--- src/verilog/icache_pkg.sv ---
package icache_pkg;

    // address split is tag | index | offset
    localparam int ADDR_WIDTH   = 16;   // byte address from fetch
    localparam int OFFSET_WIDTH = 4;    // 16 bytes per line
    localparam int INDEX_WIDTH  = 6;    // selects one of the sets
    localparam int TAG_WIDTH    = ADDR_WIDTH - INDEX_WIDTH - OFFSET_WIDTH;

    // geometry
    localparam int ICACHE_N_SET = 1 << INDEX_WIDTH;   // 64 sets
    localparam int ICACHE_N_WAY = 2;                   // two ways, one victim bit per set
    localparam int LINE_WIDTH   = 8 << OFFSET_WIDTH;   // 128 bit line

    // one full cache line, also the memory refill unit
    typedef logic [LINE_WIDTH-1:0]   line_t;

    // stored tag per way entry
    typedef logic [TAG_WIDTH-1:0]    tag_t;

    // set index into every ram of the cache
    typedef logic [INDEX_WIDTH-1:0]  index_t;

    // one bit per way, used for hit, valid, victim and write enables
    typedef logic [ICACHE_N_WAY-1:0] way_vec_t;

endpackage

--- src/verilog/icache_replace.sv ---
`timescale 1ns/1ns

// victim choice per set
// invalid ways go first, else the set's victim bit decides
module icache_replace (
    input  logic                 clk_i,
    input  logic                 arst_n_i,
    input  icache_pkg::index_t   index_i,
    input  icache_pkg::way_vec_t valid_way_i,   // valid bits of the set
    input  logic                 update_i,      // refill done on this set
    output icache_pkg::way_vec_t victim_o       // one hot
);
    import icache_pkg::*;

    logic [ICACHE_N_SET-1:0] victim_q;   // one bit per set, names the next way

    always_comb begin
        victim_o = '0;
        victim_o[victim_q[index_i]] = 1'b1;   // default from victim bit
        // walk down so the lowest invalid way wins
        for (int w = ICACHE_N_WAY - 1; w >= 0; w--) begin
            if (!valid_way_i[w]) begin
                victim_o    = '0;
                victim_o[w] = 1'b1;
            end
        end
    end

    always_ff @(posedge clk_i or negedge arst_n_i) begin
        if (!arst_n_i) begin
            victim_q <= '0;
        end else if (update_i) begin
            victim_q[index_i] <= ~victim_o[1];   // point at the way after the filled one
        end
    end

endmodule

--- config.mk ---
export PLATFORM = sky130hd
export DESIGN_NAME = icache_replace
export DESIGN_NICKNAME = d
export VERILOG_FILES = /design/src/verilog/icache_pkg.sv /design/src/verilog/icache_replace.sv
export SDC_FILE = /design/constraint.sdc
export NUM_CORES = 1
export LEC_CHECK = 0
export BUFFER_PORTS_ARGS = -buffer_cell sky130_fd_sc_hd__buf_2
export CAP_MARGIN = 20
export CORE_MARGIN = 3
export CORE_UTILIZATION = 40
export DETAILED_ROUTE_END_ITERATION = 10
export PLACE_DENSITY = 0.63
export SYNTH_ARGS = -nofsm -noshare
export SYNTH_HDL_FRONTEND = slang
export SYNTH_SLANG_ARGS = --single-unit
--- constraint.sdc ---
create_clock -name clk_i -period 3.3 [get_ports clk_i]
set_clock_uncertainty 0.05 [all_clocks]
set_input_delay 0.66 -clock clk_i [delete_from_list [all_inputs] [get_ports clk_i]]
set_output_delay 0.66 -clock clk_i [all_outputs]
set_load 0.01 [all_outputs]
==> reports/qor.yml <==
grt:
  grt_first_pass_wirelength_um: 14540
  grt_pass1_vias: 2815
  grt_start_max_net_pins: 65
  met3_usage_pct: 3.599
  grt_overflow: 0
  grt_use_met1_pct: 25.12
  busiest_layer: "met2"
  grt_use_met2_pct: 28.34
  track_usage_pct: 18.50
  antenna_found_initial: 0
logic_synthesis:
  syn_area_um2: 3570
  synthAdderAreaFrac_pct: 0
  synth-edff-count: 0
  synth_top_family_by_area: "compound AO/OA/AOI/OAI gates"
  synth_cell_type_count: 41
  synth_seq_cells: 64
  synth_nets: 373
  synthXorXnorAreaFrac_pct: 0
  avgSynthCellArea_um2: 9.861
  synth_compound_area_share_pct: 20.05
  ys_seq_area_share_pct: 44.87
  synth_top_flop_cell: "dfrtp_1"
  yosysWarnings: 0
  synthMuxAreaShare_pct: 11.25
  synthArstFlopShare_pct: 100.0
  netlist_instances: 362
  synth_simple_gate_area_share_pct: 19.14
critical_path:
  reg2reg_to: "victim_q[60]$_DFFE_PN0P_"
  crit_buf_inv: 4
  cp_max_fo: 18
  end_kind: "output port"
  required_ns: 2.59
  arrival_ns: 2.40
  max_stage_delay_ns: 0.33
  cp-start-kind: "primary input"
  worstSetupPathType: "in -> out"
  regToRegSetupSlack_ns: 1.00
  path_delay_family: "simple AND/OR/NAND/NOR gates"
  cpMaxStageDelayCell: "or2_2"
  path_cells: "clkbuf_4 > buf_4 > or2_2 > o22ai_1 > a21oi_1 > or2_2 > a41o_1 > inv_1 > buf_2"
  critPathMostFrequentCell: "or2_2"
  regToRegStartpoint: "victim_q[14]$_DFFE_PN0P_"
  r2r_cells: 7
drt:
  drc: 0
  wl_per_cell_um: 18.16
  ant_nets: 0
  routed_wirelength_um: 8699
  first_iter_violations: 146
  num_vias: 2730
  viasPerCell: 5.699
  drt_first_pass_iters: 5
die:
  die_h_um: 100.5
  core_um2: 8423
  start_util_pct: 42.38
  pin_count: 13
  die_x_um: 100.5
  design.die.area_um2: 10090
  rows: 33
clock_tree:
  insertion_delay_ns: 0.35
  clk_pin_slew_worst_paths_ns: 0.08
  tritoncts: "done"
  cts_max_path_buffers: 2
  cts-hold-fix-buffers: 0
  clock_sinks: 64
  ctsResizeCount: 0
  cts.htree.levels: 3
  postCtsSetupRepairBufs: 0
  cts_buffers: 9
  cts_root_buffer: "clkbuf_8"
placed_design:
  pre_cts_slack_ns: 0.1613
  portBuffers: 12
  place_congestion: 0.7934
  hpwlAfterDp_um: 5723
  placed_cell_area_um2: 3730
sta:
  setup_viol_count_final: 0
  fmax_ghz: 0.3214
  max_slew_margin_pct: 46.93
  rsz0062_at_grt: "false"
  maxSlewViolCount: 0
  final.setup.worst_slack_ns: 0.1885
  hold_viol_final: 0
  tightest_slew_ns: 0.7960
  min_period_ns: 3.111
  period_share_pct: 94.29
  final.setup.tns_ns: 0
final_layout:
  drive_gt1_share_pct: 24.06
  fillCellCount: 796
  final_area_um2: 3953
  area_growth_pct: 10.73
  regArea_um2: 1602
  reg_top3: "victim_q (64)"
  n_antenna_cell: 0
  fin_nets: 381
  largest_register: "victim_q"
  largest_reg_flops: 64
  multi_input_area_um2: 1800
power:
  p_int_uw: 1620
  power_frac_comb_pct: 20.6
  swShare_pct: 27.94
  p_leak_uw: 0.001574
  power_per_cell_area_nw_per_um2: 568.9
  irDropWorstVdd_v: 0.0001728
  switching_power_uw: 628.2
  p_clk_share_pct: 33.7
  power_uw: 2248
  p_seq_share_pct: 45.7
min_path:
  min_path_type: "in -> async"
outcome:
  status: "complete, no violations"
run:
  max_cap_viol_count: 0
## how the worst max path moves through the flow
stage / cells after the start / end / from / slack (ns)
finish: 9 / victim_o[1] / index_i[0] / 0.19
floorplan: 8 / victim_o[1] / index_i[1] / 0.29
detailed placement: 8 / victim_o[1] / index_i[0] / 0.16
CTS: 8 / victim_o[1] / index_i[0] / 0.15
global route: 8 / victim_o[1] / index_i[0] / 0.05
global placement: 8 / victim_o[1] / index_i[0] / 0.18
## power groups by stage
stage	combinational, µW	sequential, µW	clock [µW]
4_1_cts	467	1030	770
3_3_place_gp	453	1040	0
6_report	463	1030	757
3_5_place_dp	467	1040	0
2_1_floorplan	375	1010	0
5_1_grt	520	1050	796
## per-layer routing
layer / part of all wire, % / vias to the layer above / wire length (µm)
met5: 0 / - / 0
met4: 2.6 / 0 / 230
met3: 4.6 / 20 / 396
met2: 47 / 62 / 4121
met1: 45 / 1327 / 3951
li1: - / 1321 / -
## final cells by class
type                       count  share of cell area (%)
clock buffer                  12                   3.925
clock inverter                 3                   1.646
inverter                       5                  0.4748
multi-input combinational    264                   45.55
sequential                    64                   40.52
tap                          105                   3.324
timing repair buffer          26                   4.558
## cell families (layout without fill, tap and decap cells)
logic type             count (synthesis)  in the layout
and+or+nand+nor                      156            156
AOI/OAI and AO/OA                     80             80
DFF                                   64             64
buffers and inverters                 34             46
muxes                                 28             28
## cell usage in the layout, fill, tap and decap left out, types with 3 or more instances in the layout
master / count
nand3_1: 9
mux4_2: 9
a41oi_1: 7
a31oi_2: 30
mux2_2: 7
nor3b_1: 3
clkbuf_8: 11
nor2b_1: 4
buf_2: 11
nand2_1: 8
and3_1: 3
dfrtp_1: 64
buf_4: 13
nor2_1: 113
inv_1: 5
nand3b_1: 5
a31oi_1: 20
a21oi_1: 8
mux2i_1: 12
o21ai_0: 3
## stage by stage
step           hold WS [ns]  cells  util, %
6_report             0.4370    479    46.93
5_1_grt              0.4805    479    46.93
3_3_place_gp         0.4339    464    44.28
3_5_place_dp         0.4416    464    44.28
4_1_cts              0.4574    479    46.90
2_1_floorplan        0.3144    362        -
## synth_stat cells, types with 7 or more instances
cell type / n / share of area, %
a31oi_2: 30 / 11
nor2_1: 113 / 12
dfrtp_1: 64 / 45
mux4_2: 9 / 5.7
clkbuf_1: 14 / 1.5
nand3_1: 9 / 1.3
a21oi_1: 8 / 1.1
mux2i_1: 12 / 3.4
mux2_2: 7 / 2.2
a31oi_1: 20 / 3.5
a41oi_1: 7 / 1.7
nand2_1: 8 / 0.84
## worst reg2reg max path, cell delays in order, from the launching register on
cell	delay, ns
dfrtp_1	0.38
mux4_2	0.49
nand3b_1	0.11
o2111ai_1	0.15
nor4_2	0.27
nand4_1	0.21
buf_12	0.24
a41oi_1	0.30
No activity file was read; power rests on OpenSTA's default activity.
