===== config.mk =====
export PLATFORM = sky130hd
export DESIGN_NAME = icache_ctrl
export DESIGN_NICKNAME = d
export VERILOG_FILES = /design/src/verilog/icache_pkg.sv /design/src/verilog/icache_ctrl.sv
export SDC_FILE = /design/constraint.sdc
export NUM_CORES = 1
export LEC_CHECK = 0
export ABC_AREA = 1
export BUFFER_PORTS_ARGS = -buffer_cell sky130_fd_sc_hd__buf_2
export CAP_MARGIN = 20
export CORE_AREA = 2 2 272 274
export DETAILED_ROUTE_END_ITERATION = 7
export DIE_AREA = 0 0 274 276
export SETUP_SLACK_MARGIN = 0.4
export SLEW_MARGIN = 20
export SYNTH_ARGS = -nofsm -noshare
export SYNTH_HDL_FRONTEND = slang
export SYNTH_SLANG_ARGS = --single-unit

===== constraint.sdc =====
create_clock -name clk_i -period 2.4 [get_ports clk_i]
set_input_delay 0.12 -clock clk_i [delete_from_list [all_inputs] [get_ports clk_i]]
set_output_delay 0.12 -clock clk_i [all_outputs]
set_load 0.02 [all_outputs]

===== src/verilog/icache_pkg.sv =====
package icache_pkg;

    // address split is tag | index | offset
    localparam int ADDR_WIDTH   = 16;   // byte address from fetch
    localparam int OFFSET_WIDTH = 4;    // 16 bytes per line
    localparam int INDEX_WIDTH  = 6;    // selects one of the sets
    localparam int TAG_WIDTH    = ADDR_WIDTH - INDEX_WIDTH - OFFSET_WIDTH;

    // geometry
    localparam int ICACHE_N_SET = 1 << INDEX_WIDTH;   // 64 sets
    localparam int ICACHE_N_WAY = 2;                   // two ways, one victim bit per set
    localparam int LINE_WIDTH   = 8 << OFFSET_WIDTH;   // 128 bit line

    // one full cache line, also the memory refill unit
    typedef logic [LINE_WIDTH-1:0]   line_t;

    // stored tag per way entry
    typedef logic [TAG_WIDTH-1:0]    tag_t;

    // set index into every ram of the cache
    typedef logic [INDEX_WIDTH-1:0]  index_t;

    // one bit per way, used for hit, valid, victim and write enables
    typedef logic [ICACHE_N_WAY-1:0] way_vec_t;

endpackage


===== src/verilog/icache_ctrl.sv =====
`timescale 1ns/1ns

// lookup and refill sequencing
// one request in flight, ready_o low while busy
module icache_ctrl (
    input  logic                                clk_i,
    input  logic                                arst_n_i,
    input  logic                                req_i,
    input  logic [icache_pkg::ADDR_WIDTH-1:0]   addr_i,
    input  logic                                flush_i,
    input  logic                                mem_valid_i,
    input  icache_pkg::line_t                   mem_line_i,
    input  icache_pkg::way_vec_t                hit_way_i,
    input  icache_pkg::way_vec_t                victim_i,
    input  icache_pkg::line_t                   way_line_i [icache_pkg::ICACHE_N_WAY],
    output logic                                ready_o,
    output logic                                valid_o,
    output icache_pkg::line_t                   line_o,
    output logic                                mem_req_o,
    output logic [icache_pkg::ADDR_WIDTH-1:0]   mem_addr_o,
    output logic                                rd_o,
    output icache_pkg::index_t                  index_o,
    output icache_pkg::tag_t                    tag_o,
    output icache_pkg::way_vec_t                way_we_o,
    output logic                                flush_clear_o,
    output logic                                update_o,
    output icache_pkg::line_t                   fill_line_o
);
    import icache_pkg::*;

    typedef enum logic [1:0] {IDLE, LOOKUP, MISS_REQ, REFILL} state_t;

    state_t                state_q, state_d;
    logic [ADDR_WIDTH-1:0] addr_q;   // address of the request in flight
    logic                  accept;   // request taken this edge
    logic                  hit;      // lookup cycle found the line
    logic                  fill;     // refill line arriving

    assign ready_o       = (state_q == IDLE);
    assign flush_clear_o = ready_o & flush_i;             // flush wins over req
    assign accept        = ready_o & req_i & ~flush_i;
    assign hit           = (state_q == LOOKUP) & (|hit_way_i);
    assign fill          = (state_q == REFILL) & mem_valid_i;

    // rams read with the incoming index, later cycles use the latched one
    assign rd_o    = accept;
    assign index_o = ready_o ? addr_i[OFFSET_WIDTH +: INDEX_WIDTH]
                             : addr_q[OFFSET_WIDTH +: INDEX_WIDTH];
    assign tag_o   = addr_q[ADDR_WIDTH-1 -: TAG_WIDTH];

    // memory side
    assign mem_req_o  = (state_q == MISS_REQ);   // single cycle pulse
    assign mem_addr_o = {addr_q[ADDR_WIDTH-1:OFFSET_WIDTH], {OFFSET_WIDTH{1'b0}}};

    // refill path
    assign way_we_o    = fill ? victim_i : '0;
    assign update_o    = fill;
    assign fill_line_o = mem_line_i;

    assign valid_o = hit | fill;

    // hit way select, memory line otherwise
    always_comb begin
        line_o = mem_line_i;
        if (state_q == LOOKUP) begin
            line_o = '0;
            for (int w = 0; w < ICACHE_N_WAY; w++) begin
                if (hit_way_i[w]) begin
                    line_o = way_line_i[w];
                end
            end
        end
    end

    always_comb begin
        state_d = state_q;
        case (state_q)
            IDLE:     if (accept) state_d = LOOKUP;
            LOOKUP:   state_d = hit ? IDLE : MISS_REQ;
            MISS_REQ: state_d = REFILL;                    // request already out
            REFILL:   if (mem_valid_i) state_d = IDLE;     // variable latency
            default:  state_d = IDLE;
        endcase
    end

    always_ff @(posedge clk_i or negedge arst_n_i) begin
        if (!arst_n_i) begin
            state_q <= IDLE;
        end else begin
            state_q <= state_d;
        end
    end

    always_ff @(posedge clk_i) begin
        if (accept) begin
            addr_q <= addr_i;   // held until the request completes
        end
    end

endmodule


==> metrics.txt <==
Yosys top cell area share=48.6%; antenna violations before repair=20; Hold Path Stages=1; clk slew on worst S/H paths=0.05 ns; P_leak=about 5.5 nW; status=completed; I/O pin count=701; # clock sinks=14; RePlAce Congestion=approximately 0.90; via count=8,374; most used cell, CP=nand2_1; post-synth top area cell=nand2_1; Hold Path Class=in2reg; WP buf/inv=5; DRC violations left=0; most instantiated cells after synthesis=nand2_1 (663), buf_4 (151), nand3_1 (130), buf_2 (42); crit path time final=1.95 ns; Initial Util=approximately 7.1%; Rows=99; final worst slack=0.450 ns; Post-synth top flop=edfxtp_1; part of the cycle the worst path needs=81.2%; Cell Chain, Critical Path=inv_2 -> nor2_4 -> buf_12 -> inv_8 -> buf_16 -> nand2_1 -> nand2_1 -> buf_2; clk root buf=clkbuf_16; max-slew violations=0; clock share of power=5.2%; worst vdd ir=~0.00036 V; area grow syn2layout=71.7%; P_sw=0.00381 W; Seq/Total Area, Yosys=8.02%; GRT overflow=0; fraction of layout cells with a size suffix above 1=between 40% and 50%; initial DRC count=441; CTS tree=done; Worst Path Required=2.28 ns; Netlist cell types=15; Die Y=276 µm; sw frac=62.6%; setup TNS=0 ns; critical path class=reg2out; Post-synth EDFFs=12; RSZ-0062 raised after global routing=true; CTS buffer count=3; Comb pwr share=around nine tenths; Worst path top cell family by delay=buffers and inverters; Clock Latency Late Sink=roughly 0.25 ns; nets@finish=1,962; crit start category=flop; drt pass-1 iters=5; post-DP HPWL=29.8 mm; CTS Buffer Depth=2; R2R depth=6; arrival time worst endpoint=1.83 ns; fmax=0.513 GHz; drt total wl=between 30 and 40 mm; Synth Register Bits=14; ranking of synthesized cells by area=nand2_1 (49%), buf_4 (22%), nand3_1 (13%); Die Wd=274 µm; worst min-delay path startpoint=addr_i[15]; hold endpoint=addr_q[15]; # fillers=8,578; vias in the first global route=7,581; Antenna Nets Post-Route=0; largest net degree at the start of global routing=67; R2R Setup Slk=1.01 ns; max-cap violation count=0; register share of total power=5.9%; Overall Global Routing Usage=under 10%; CORE AREA=just over 70,000 µm²; Synth Instances=1,034; drt via density=3.32; Worst path max stage delay=0.43 ns; Routed wire per std cell=around 14 µm; Clock Skews=approximately 0.0048 ns; Post-Syn Area=5120 µm²; Max Fanout on Critical Path=43; Hold Violations, Final=0; Util after Layout=12.1%; top-count cell post-synth=nand2_1; die area=75,600 µm²; slowest CP cell=dfrtp_1; Pwr per Cell Area=692 nW/µm²; worst slack, placed=0.605 ns; Warnings, synthesis=0; Mean Syn Cell Area=just under 5 µm²; PortBufs=around 690; CP endpoint kind=output pin; Int Pwr=around 0.0023 W; htree depth=1; Async SR Flop Fraction=14.3%; first-pass GRT wire length=45.9 mm; Setup Viol. Count Final=0; RR Startpoint=state_q[0]
[cells by family after synthesis]
family / after synthesis / synth area share [%]
buffers and inverters: 217 / 29.8
AND/OR/NAND/NOR: 801 / 62.0
flip-flops: 14 / 8.02
other: 1 / 0.0732
AO/OA/AOI/OAI: 1 / 0.0977
[state kept, by name, indices dropped and copies added, names as in the netlist, named ones only]
name	cells
addr_q	12
state_q	1
[worst max path at each step]
stage,start,end,depth (start not counted)
after floorplan,state_q[0],addr_q[10],3
after global routing,state_q[0],line_o[106],8
final,state_q[0],line_o[51],8
after detailed placement,flop,line_o[101],5
after CTS,state_q[0],line_o[106],8
after global placement,flop,line_o[101],5
[metal layers]
layer,GRT usage (%),routed length (µm)
met5,0,76
met4,4.01,1860
met3,1.04,2790
met2,14.8,16300
met1,9.11,13000
[cell usage in the layout, fill, tap and decap left out, drive strengths merged, types with 2 or more instances in the layout]
cell and instances:
edfxtp 12, clkbuf 3, nand2 663, buf 718, nand3 130, nor2 7, dfrtp 2, conb 4
diode 9, inv 9
[worst register-to-register path, delay by kind of cell, from the launching register on]
kind / cells / cell delay, ns
AO/OA/AOI/OAI: 1 / 0.15
buffers and inverters: 4 / 0.63
flip-flops: 1 / 0.43
AND/OR/NAND/NOR: 1 / 0.05
[per-stage QoR]
step | instance area (µm²) | power [W] | std cells | hold WS (ns)
after detailed placement | 8630 | 0.00571 | 2504 | -0.0893
after CTS | 8750 | 0.00612 | 2511 | 0.0451
final | 8790 | 0.00608 | 2520 | 0.0516
after floorplan | 5130 | 0.00397 | 1037 | -0.176
after global placement | 8630 | 0.00572 | 2504 | -0.0872
after global routing | 8790 | 0.00659 | 2519 | 0.0444
[repair_timing]
item                                    in CTS  in global routing
gates resized for setup                      3                  3
endpoints found under the setup margin       4                 51
pin swaps                                    1                  0
hold buffers                                 1                  0
setup buffers                                2                  0
hold endpoints to repair                     2                  0
[final cells by class]
type | instances | area (µm²) | area share, %
clock buffer | 3 | 75.1 | 0.854
multi-input combinational | 806 | 3200 | 36.4
sequential | 14 | 410 | 4.67
tap | 959 | 1200 | 13.6
antenna | 9 | 22.5 | 0.256
clock inverter | 1 | 3.75 | 0.0427
timing repair buffer | 719 | 3830 | 43.6
inverter | 9 | 43.8 | 0.498
[power by group through the flow]
stage | Sequential, W | Combinational, W | Clock, W
after detailed placement | 0.000360 | 0.00535 | 0
after global placement | 0.000358 | 0.00536 | 0
after CTS | 0.000356 | 0.00544 | 0.000321
after floorplan | 0.000376 | 0.00360 | 0
final | 0.000358 | 0.00541 | 0.000319
after global routing | 0.000359 | 0.00589 | 0.000335
Note: power is estimated with default switching activity, not from simulation.
