### src/verilog/icache_pkg.sv
package icache_pkg;

    // address split is tag | index | offset
    localparam int ADDR_WIDTH   = 16;   // byte address from fetch
    localparam int OFFSET_WIDTH = 4;    // 16 bytes per line
    localparam int INDEX_WIDTH  = 6;    // selects one of the sets
    localparam int TAG_WIDTH    = ADDR_WIDTH - INDEX_WIDTH - OFFSET_WIDTH;

    // geometry
    localparam int ICACHE_N_SET = 1 << INDEX_WIDTH;   // 64 sets
    localparam int ICACHE_N_WAY = 2;                   // two ways, one victim bit per set
    localparam int LINE_WIDTH   = 8 << OFFSET_WIDTH;   // 128 bit line

    // one full cache line, also the memory refill unit
    typedef logic [LINE_WIDTH-1:0]   line_t;

    // stored tag per way entry
    typedef logic [TAG_WIDTH-1:0]    tag_t;

    // set index into every ram of the cache
    typedef logic [INDEX_WIDTH-1:0]  index_t;

    // one bit per way, used for hit, valid, victim and write enables
    typedef logic [ICACHE_N_WAY-1:0] way_vec_t;

endpackage

### src/verilog/icache_tag_array.sv
`timescale 1ns/1ns

// tags in rams, valid bits in flops
// hit is evaluated the cycle after the read
module icache_tag_array (
    input  logic                 clk_i,
    input  logic                 arst_n_i,
    input  logic                 rd_i,           // lookup read
    input  icache_pkg::index_t   index_i,
    input  icache_pkg::tag_t     tag_i,          // held from the latched address
    input  icache_pkg::way_vec_t way_we_i,       // refill write per way
    input  logic                 flush_clear_i,  // drop every valid bit
    output icache_pkg::way_vec_t hit_way_o,
    output icache_pkg::way_vec_t valid_way_o
);
    import icache_pkg::*;

    logic [ICACHE_N_SET-1:0] valid_q [ICACHE_N_WAY];   // valid bit per set, per way
    index_t                  idx_q;                    // index of the last lookup
    tag_t                    tag_rd [ICACHE_N_WAY];    // stored tags of that set

    // keep the looked up set so valid and tag line up
    always_ff @(posedge clk_i or negedge arst_n_i) begin
        if (!arst_n_i) begin
            idx_q <= '0;
        end else if (rd_i) begin
            idx_q <= index_i;
        end
    end

    // valid flops, flush clears all sets in one cycle
    always_ff @(posedge clk_i or negedge arst_n_i) begin
        if (!arst_n_i) begin
            valid_q <= '{default: '0};
        end else if (flush_clear_i) begin
            valid_q <= '{default: '0};
        end else begin
            for (int w = 0; w < ICACHE_N_WAY; w++) begin
                if (way_we_i[w]) begin
                    valid_q[w][index_i] <= 1'b1;   // refilled entry becomes valid
                end
            end
        end
    end

    genvar w;
    generate
        for (w = 0; w < ICACHE_N_WAY; w++) begin : gen_tag_way
            logic chip_en;   // read on lookup, write on refill

            assign chip_en = rd_i | way_we_i[w];

            set_ram #(
                .word_t (tag_t)
            ) tag_ram_inst (
                .clk_i  (clk_i),
                .req_i  (chip_en),
                .we_i   (way_we_i[w]),
                .addr_i (index_i),
                .data_i (tag_i),
                .data_o (tag_rd[w])
            );

            assign valid_way_o[w] = valid_q[w][idx_q];
            // match only counts on a valid entry
            assign hit_way_o[w]   = valid_way_o[w] & (tag_rd[w] == tag_i);
        end
    endgenerate

endmodule

### src/verilog/set_ram.sv
`timescale 1ns/1ns

// generic single port ram, one word per set
// used for line storage and for tag storage
module set_ram #(
    parameter type word_t = logic
) (
    input  logic               clk_i,
    input  logic               req_i,   // chip enable
    input  logic               we_i,    // write when enabled, else read
    input  icache_pkg::index_t addr_i,
    input  word_t              data_i,
    output word_t              data_o
);
    import icache_pkg::*;

    word_t mem_q [ICACHE_N_SET];   // storage array
    word_t rd_q;                   // registered read word

    always_ff @(posedge clk_i) begin
        if (req_i) begin
            if (we_i) begin
                mem_q[addr_i] <= data_i;   // write, read port holds old value
            end else begin
                rd_q <= mem_q[addr_i];     // read shows up next cycle
            end
        end
    end

    // no write-through, data_o only changes on a read
    assign data_o = rd_q;

endmodule
### config.mk
export PLATFORM = sky130hd
export DESIGN_NAME = icache_tag_array
export DESIGN_NICKNAME = d
export VERILOG_FILES = /design/src/verilog/icache_pkg.sv /design/src/verilog/icache_tag_array.sv /design/src/verilog/set_ram.sv
export SDC_FILE = /design/constraint.sdc
export NUM_CORES = 1
export LEC_CHECK = 0
export BUFFER_PORTS_ARGS = -buffer_cell sky130_fd_sc_hd__buf_2
export CAP_MARGIN = 10
export CORE_MARGIN = 10
export CORE_UTILIZATION = 55
export DETAILED_ROUTE_END_ITERATION = 12
export PLACE_DENSITY = 0.83
export SLEW_MARGIN = 20
export SYNTH_ARGS = -nofsm -noshare
export SYNTH_HDL_FRONTEND = slang
export SYNTH_SLANG_ARGS = --single-unit
### constraint.sdc
create_clock -name clk_i -period 3.8 [get_ports clk_i]
set_input_delay 0.19 -clock clk_i [delete_from_list [all_inputs] [get_ports clk_i]]
set_output_delay 0.19 -clock clk_i [all_outputs]
set_load 0.02 [all_outputs]
==> out/summary.txt <==
Vias: 22038
Max FO, Critical Path: 28
Routability Congestion: 0.997
status: finished clean
Final Hold Fails: 0
DRT Wirelength: 99900 µm
layout net count: 2326
max cap viols: 0
post-synthesis sequential area ratio: 0.740
sequential cell area: 26800 µm²
Longest Clk Path Bufs: 3
Least-Margin Pin Slew: 1.16 ns
Worst setup EP type: primary output
Max Freq: 279 MHz
most common cell in the netlist: edfxtp_1
Std-Cell Core Area: 64800 µm²
Detailed Routing Iterations Pass 1: 6
Worst Path Arrival: 3.40 ns
number of setup violations in the final report: 0
clk_lat worst skew: 0.65 ns
layout cells sized above 1: 0.179
Num CTS Buffers: 88
io pins: 22
Worst VDD drop: 0.000398 V
Setup Fix Bufs, Post-CTS: 0
row cnt: 93
H-tree depth: 3
CP max stage delay: 0.73 ns
mean post-synth cell area: 16.3 µm²
CTS clk-pin slew, worst paths: 0.06 ns
leakage: 14.0 nW
initial core utilization: 0.558
Tcrit/Tclk final: 0.944
number of synthesized flops with an enable pin: 780
Die Area: 76400 µm²
placed cells: 3069
worst hold path type: input pin to register
Root Driver: clkbuf_16
CTS tree: yes
Startpoint Class: register
gr usage total: 0.255
P per Cell Area: 518 nW/µm²
area of the multi-input gates: 8690 µm²
grt total ovfl: 0
Residual DRC: 0
DRT iter0 DRCs: 3818
Non-Filler Instances: 3241
RSZ-0062 raised after global routing: false
Syn. warnings: 0
post-synthesis cell type count: 59
max-slew violations: 0
Clock Sinks: 914
Area contributors post-synth: edfxtp_1 (65%), dfrtp_1 (9.3%), mux4_2 (5.9%)
IO buf count: 21
area leader, netlist: edfxtp_1
wire per inst: 30.8 µm
Fin Clk Skew: 0.0219 ns
Die X-Extent: 276 µm
cell count after synthesis: 2217
Synth Register Bits: 914
Detailed Place HPWL: 62200 µm
Die Y: 276 µm
CP Data Required Time: 3.61 ns
first-pass GRT wire length: 147000 µm
filler instances: 4274
largest net degree at the start of global routing: 107
relative slew slack: 0.225
min Tclk post-route: 3.59 ns
share of the synthesized area in the top cell type: 0.647
FFs w/ async S/R, synth: 0.147
Setup Crit Path Kind: register to primary output
setup TNS: 0 ns
crit-path cells: buf_12 > mux2i_1 > a22oi_1 > a21oi_1 > o41ai_1 > o31a_1 > and4_1 > buf_2
Synth top cells by count: edfxtp_1 (780), nor2_1 (432), dfrtp_1 (134), mux2i_1 (117), mux4_2 (95)
Synth Cell Area: 36200 µm²
Syn-to-layout area delta: 12.2%
initial antenna violation count: 4
slowest CP cell: dfrtp_4
most common flop cell mapped by yosys: edfxtp_1
Mapped Nets: 2235
vias per cell: 6.80
post-route ant nets: 0
vias in the first global route: 21969
[logic make-up after synthesis]
logic type      share of synthesized area
compound gates                     0.0659
xor+xnor                          0.00290
buf+inv                            0.0205
simple gates                       0.0617
flops                               0.740
mux                                 0.109
[through the flow]
stage | hold slack (ns) | cell area (µm²) | setup slack (ns) | utilization | power [mW]
3_5_place_dp | 0.211 | 37700 | 0.558 | 0.581 | 12.4
6_report | 0.0518 | 40600 | 0.213 | 0.626 | 21.0
2_1_floorplan | -0.106 | 36200 | 1.47 | - | 11.9
4_1_cts | 0.0116 | 40600 | 0.120 | 0.626 | 21.0
3_3_place_gp | 0.208 | 37700 | 0.615 | 0.581 | 12.4
5_1_grt | 0.0223 | 40600 | 0.141 | 0.626 | 21.5
[worst max-delay path, delay by kind of cell (launching register included)]
kind / cells / cell delay [ns]
DFF: 1 / 0.73
and+or+nand+nor: 1 / 0.26
AOI/OAI and AO/OA: 4 / 1.14
buffers and inverters: 2 / 0.47
muxes: 1 / 0.11
[repair_timing]
| item | 4_1_cts | 5_1_grt |
|---|---|---|
| hold endpoints to repair | 60 | 0 |
| endpoints found under the setup margin | 0 | 2 |
| hold buffers | 4 | 0 |
| gates resized for setup | 0 | 2 |
[flip-flops by register name (all words and copies together) (netlist names)]
register and flops:
gen_tag_way.tag_ram_inst.mem_q 768, valid_q 128, gen_tag_way.tag_ram_inst.data_o 12, idx_q 6
[power by group]
part / switching (mW) / internal, mW / leakage, nW
clock network: 3.68 / 5.06 / 1.40
registers: 0.0629 / 11.0 / 8.88
logic: 0.864 / 0.394 / 3.71
total: 4.61 / 16.4 / 14.0
[final timing paths]
kind,start,end,slack (ns),cells after the start
max,idx_q[2]$_DFFE_PN0P_,hit_way_o[1],0.21,8
min,tag_i[0],gen_tag_way[1].tag_ram_inst.mem_q[47][0]$_DFFE_PP_,0.05,1
max reg2reg,gen_tag_way[0].tag_ram_inst.mem_q[57][3]$_DFFE_PP_,gen_tag_way[0].tag_ram_inst.data_o[3]$_DFFE_PP_,1.19,6
min reg2reg,valid_q[23]$_DFFE_PN0P_,valid_q[23]$_DFFE_PN0P_,0.49,2
max in group asynchronous,arst_n_i,idx_q[3]$_DFFE_PN0P_,2.67,3
min in group asynchronous,arst_n_i,valid_q[70]$_DFFE_PN0P_,0.09,2
[layer usage]
| layer | GRT usage | up-vias | part of all wire | wire, µm |
|---|---|---|---|---|
| li1 | - | 8793 | - | - |
| met1 | 0.328 | 10952 | 0.35 | 34600 |
| met2 | 0.377 | 1867 | 0.45 | 44500 |
| met3 | 0.0853 | 422 | 0.14 | 14300 |
| met4 | 0.144 | 4 | 0.065 | 6460 |
| met5 | 0 | - | 0.00012 | 12 |
[layout make-up]
class / count / share of cell area
flip-flops and latches: 914 / 0.660
multi-input cells: 1162 / 0.214
clock buffers: 127 / 0.0616
repair buffers: 139 / 0.0287
well taps: 855 / 0.0263
clock inverters: 36 / 0.00912
diodes: 5 / 0.000308
inverters: 3 / 0.000277
[layout by cell type (no fill, tap or decap), types with 5 or more instances in the layout]
master / synthesis / layout
a211oi_1: 9 / 9
a21oi_1: 57 / 57
a221o_1: 9 / 9
a221oi_1: 50 / 50
a222oi_1: 6 / 6
a22o_1: 15 / 15
a22oi_1: 75 / 75
and2_1: 8 / 7
buf_12: 0 / 9
buf_2: 35 / 10
buf_4: 23 / 111
bufinv_16: 0 / 7
clkbuf_1: 63 / 27
clkbuf_16: 0 / 91
clkbuf_8: 0 / 11
clkinv_1: 0 / 9
clkinv_2: 0 / 12
dfrtp_1: 134 / 132
diode_2: 0 / 5
edfxtp_1: 780 / 780
mux2_2: 52 / 52
mux2i_1: 117 / 117
mux4_2: 95 / 95
nand2_1: 48 / 48
nand2b_1: 7 / 6
nand3_1: 7 / 7
nor2_1: 432 / 428
nor2b_1: 15 / 12
o211ai_1: 9 / 9
o21ai_0: 43 / 43
o22ai_1: 32 / 32
or4_1: 8 / 8
xor2_1: 8 / 8
Power figures use the tool's default switching activity.
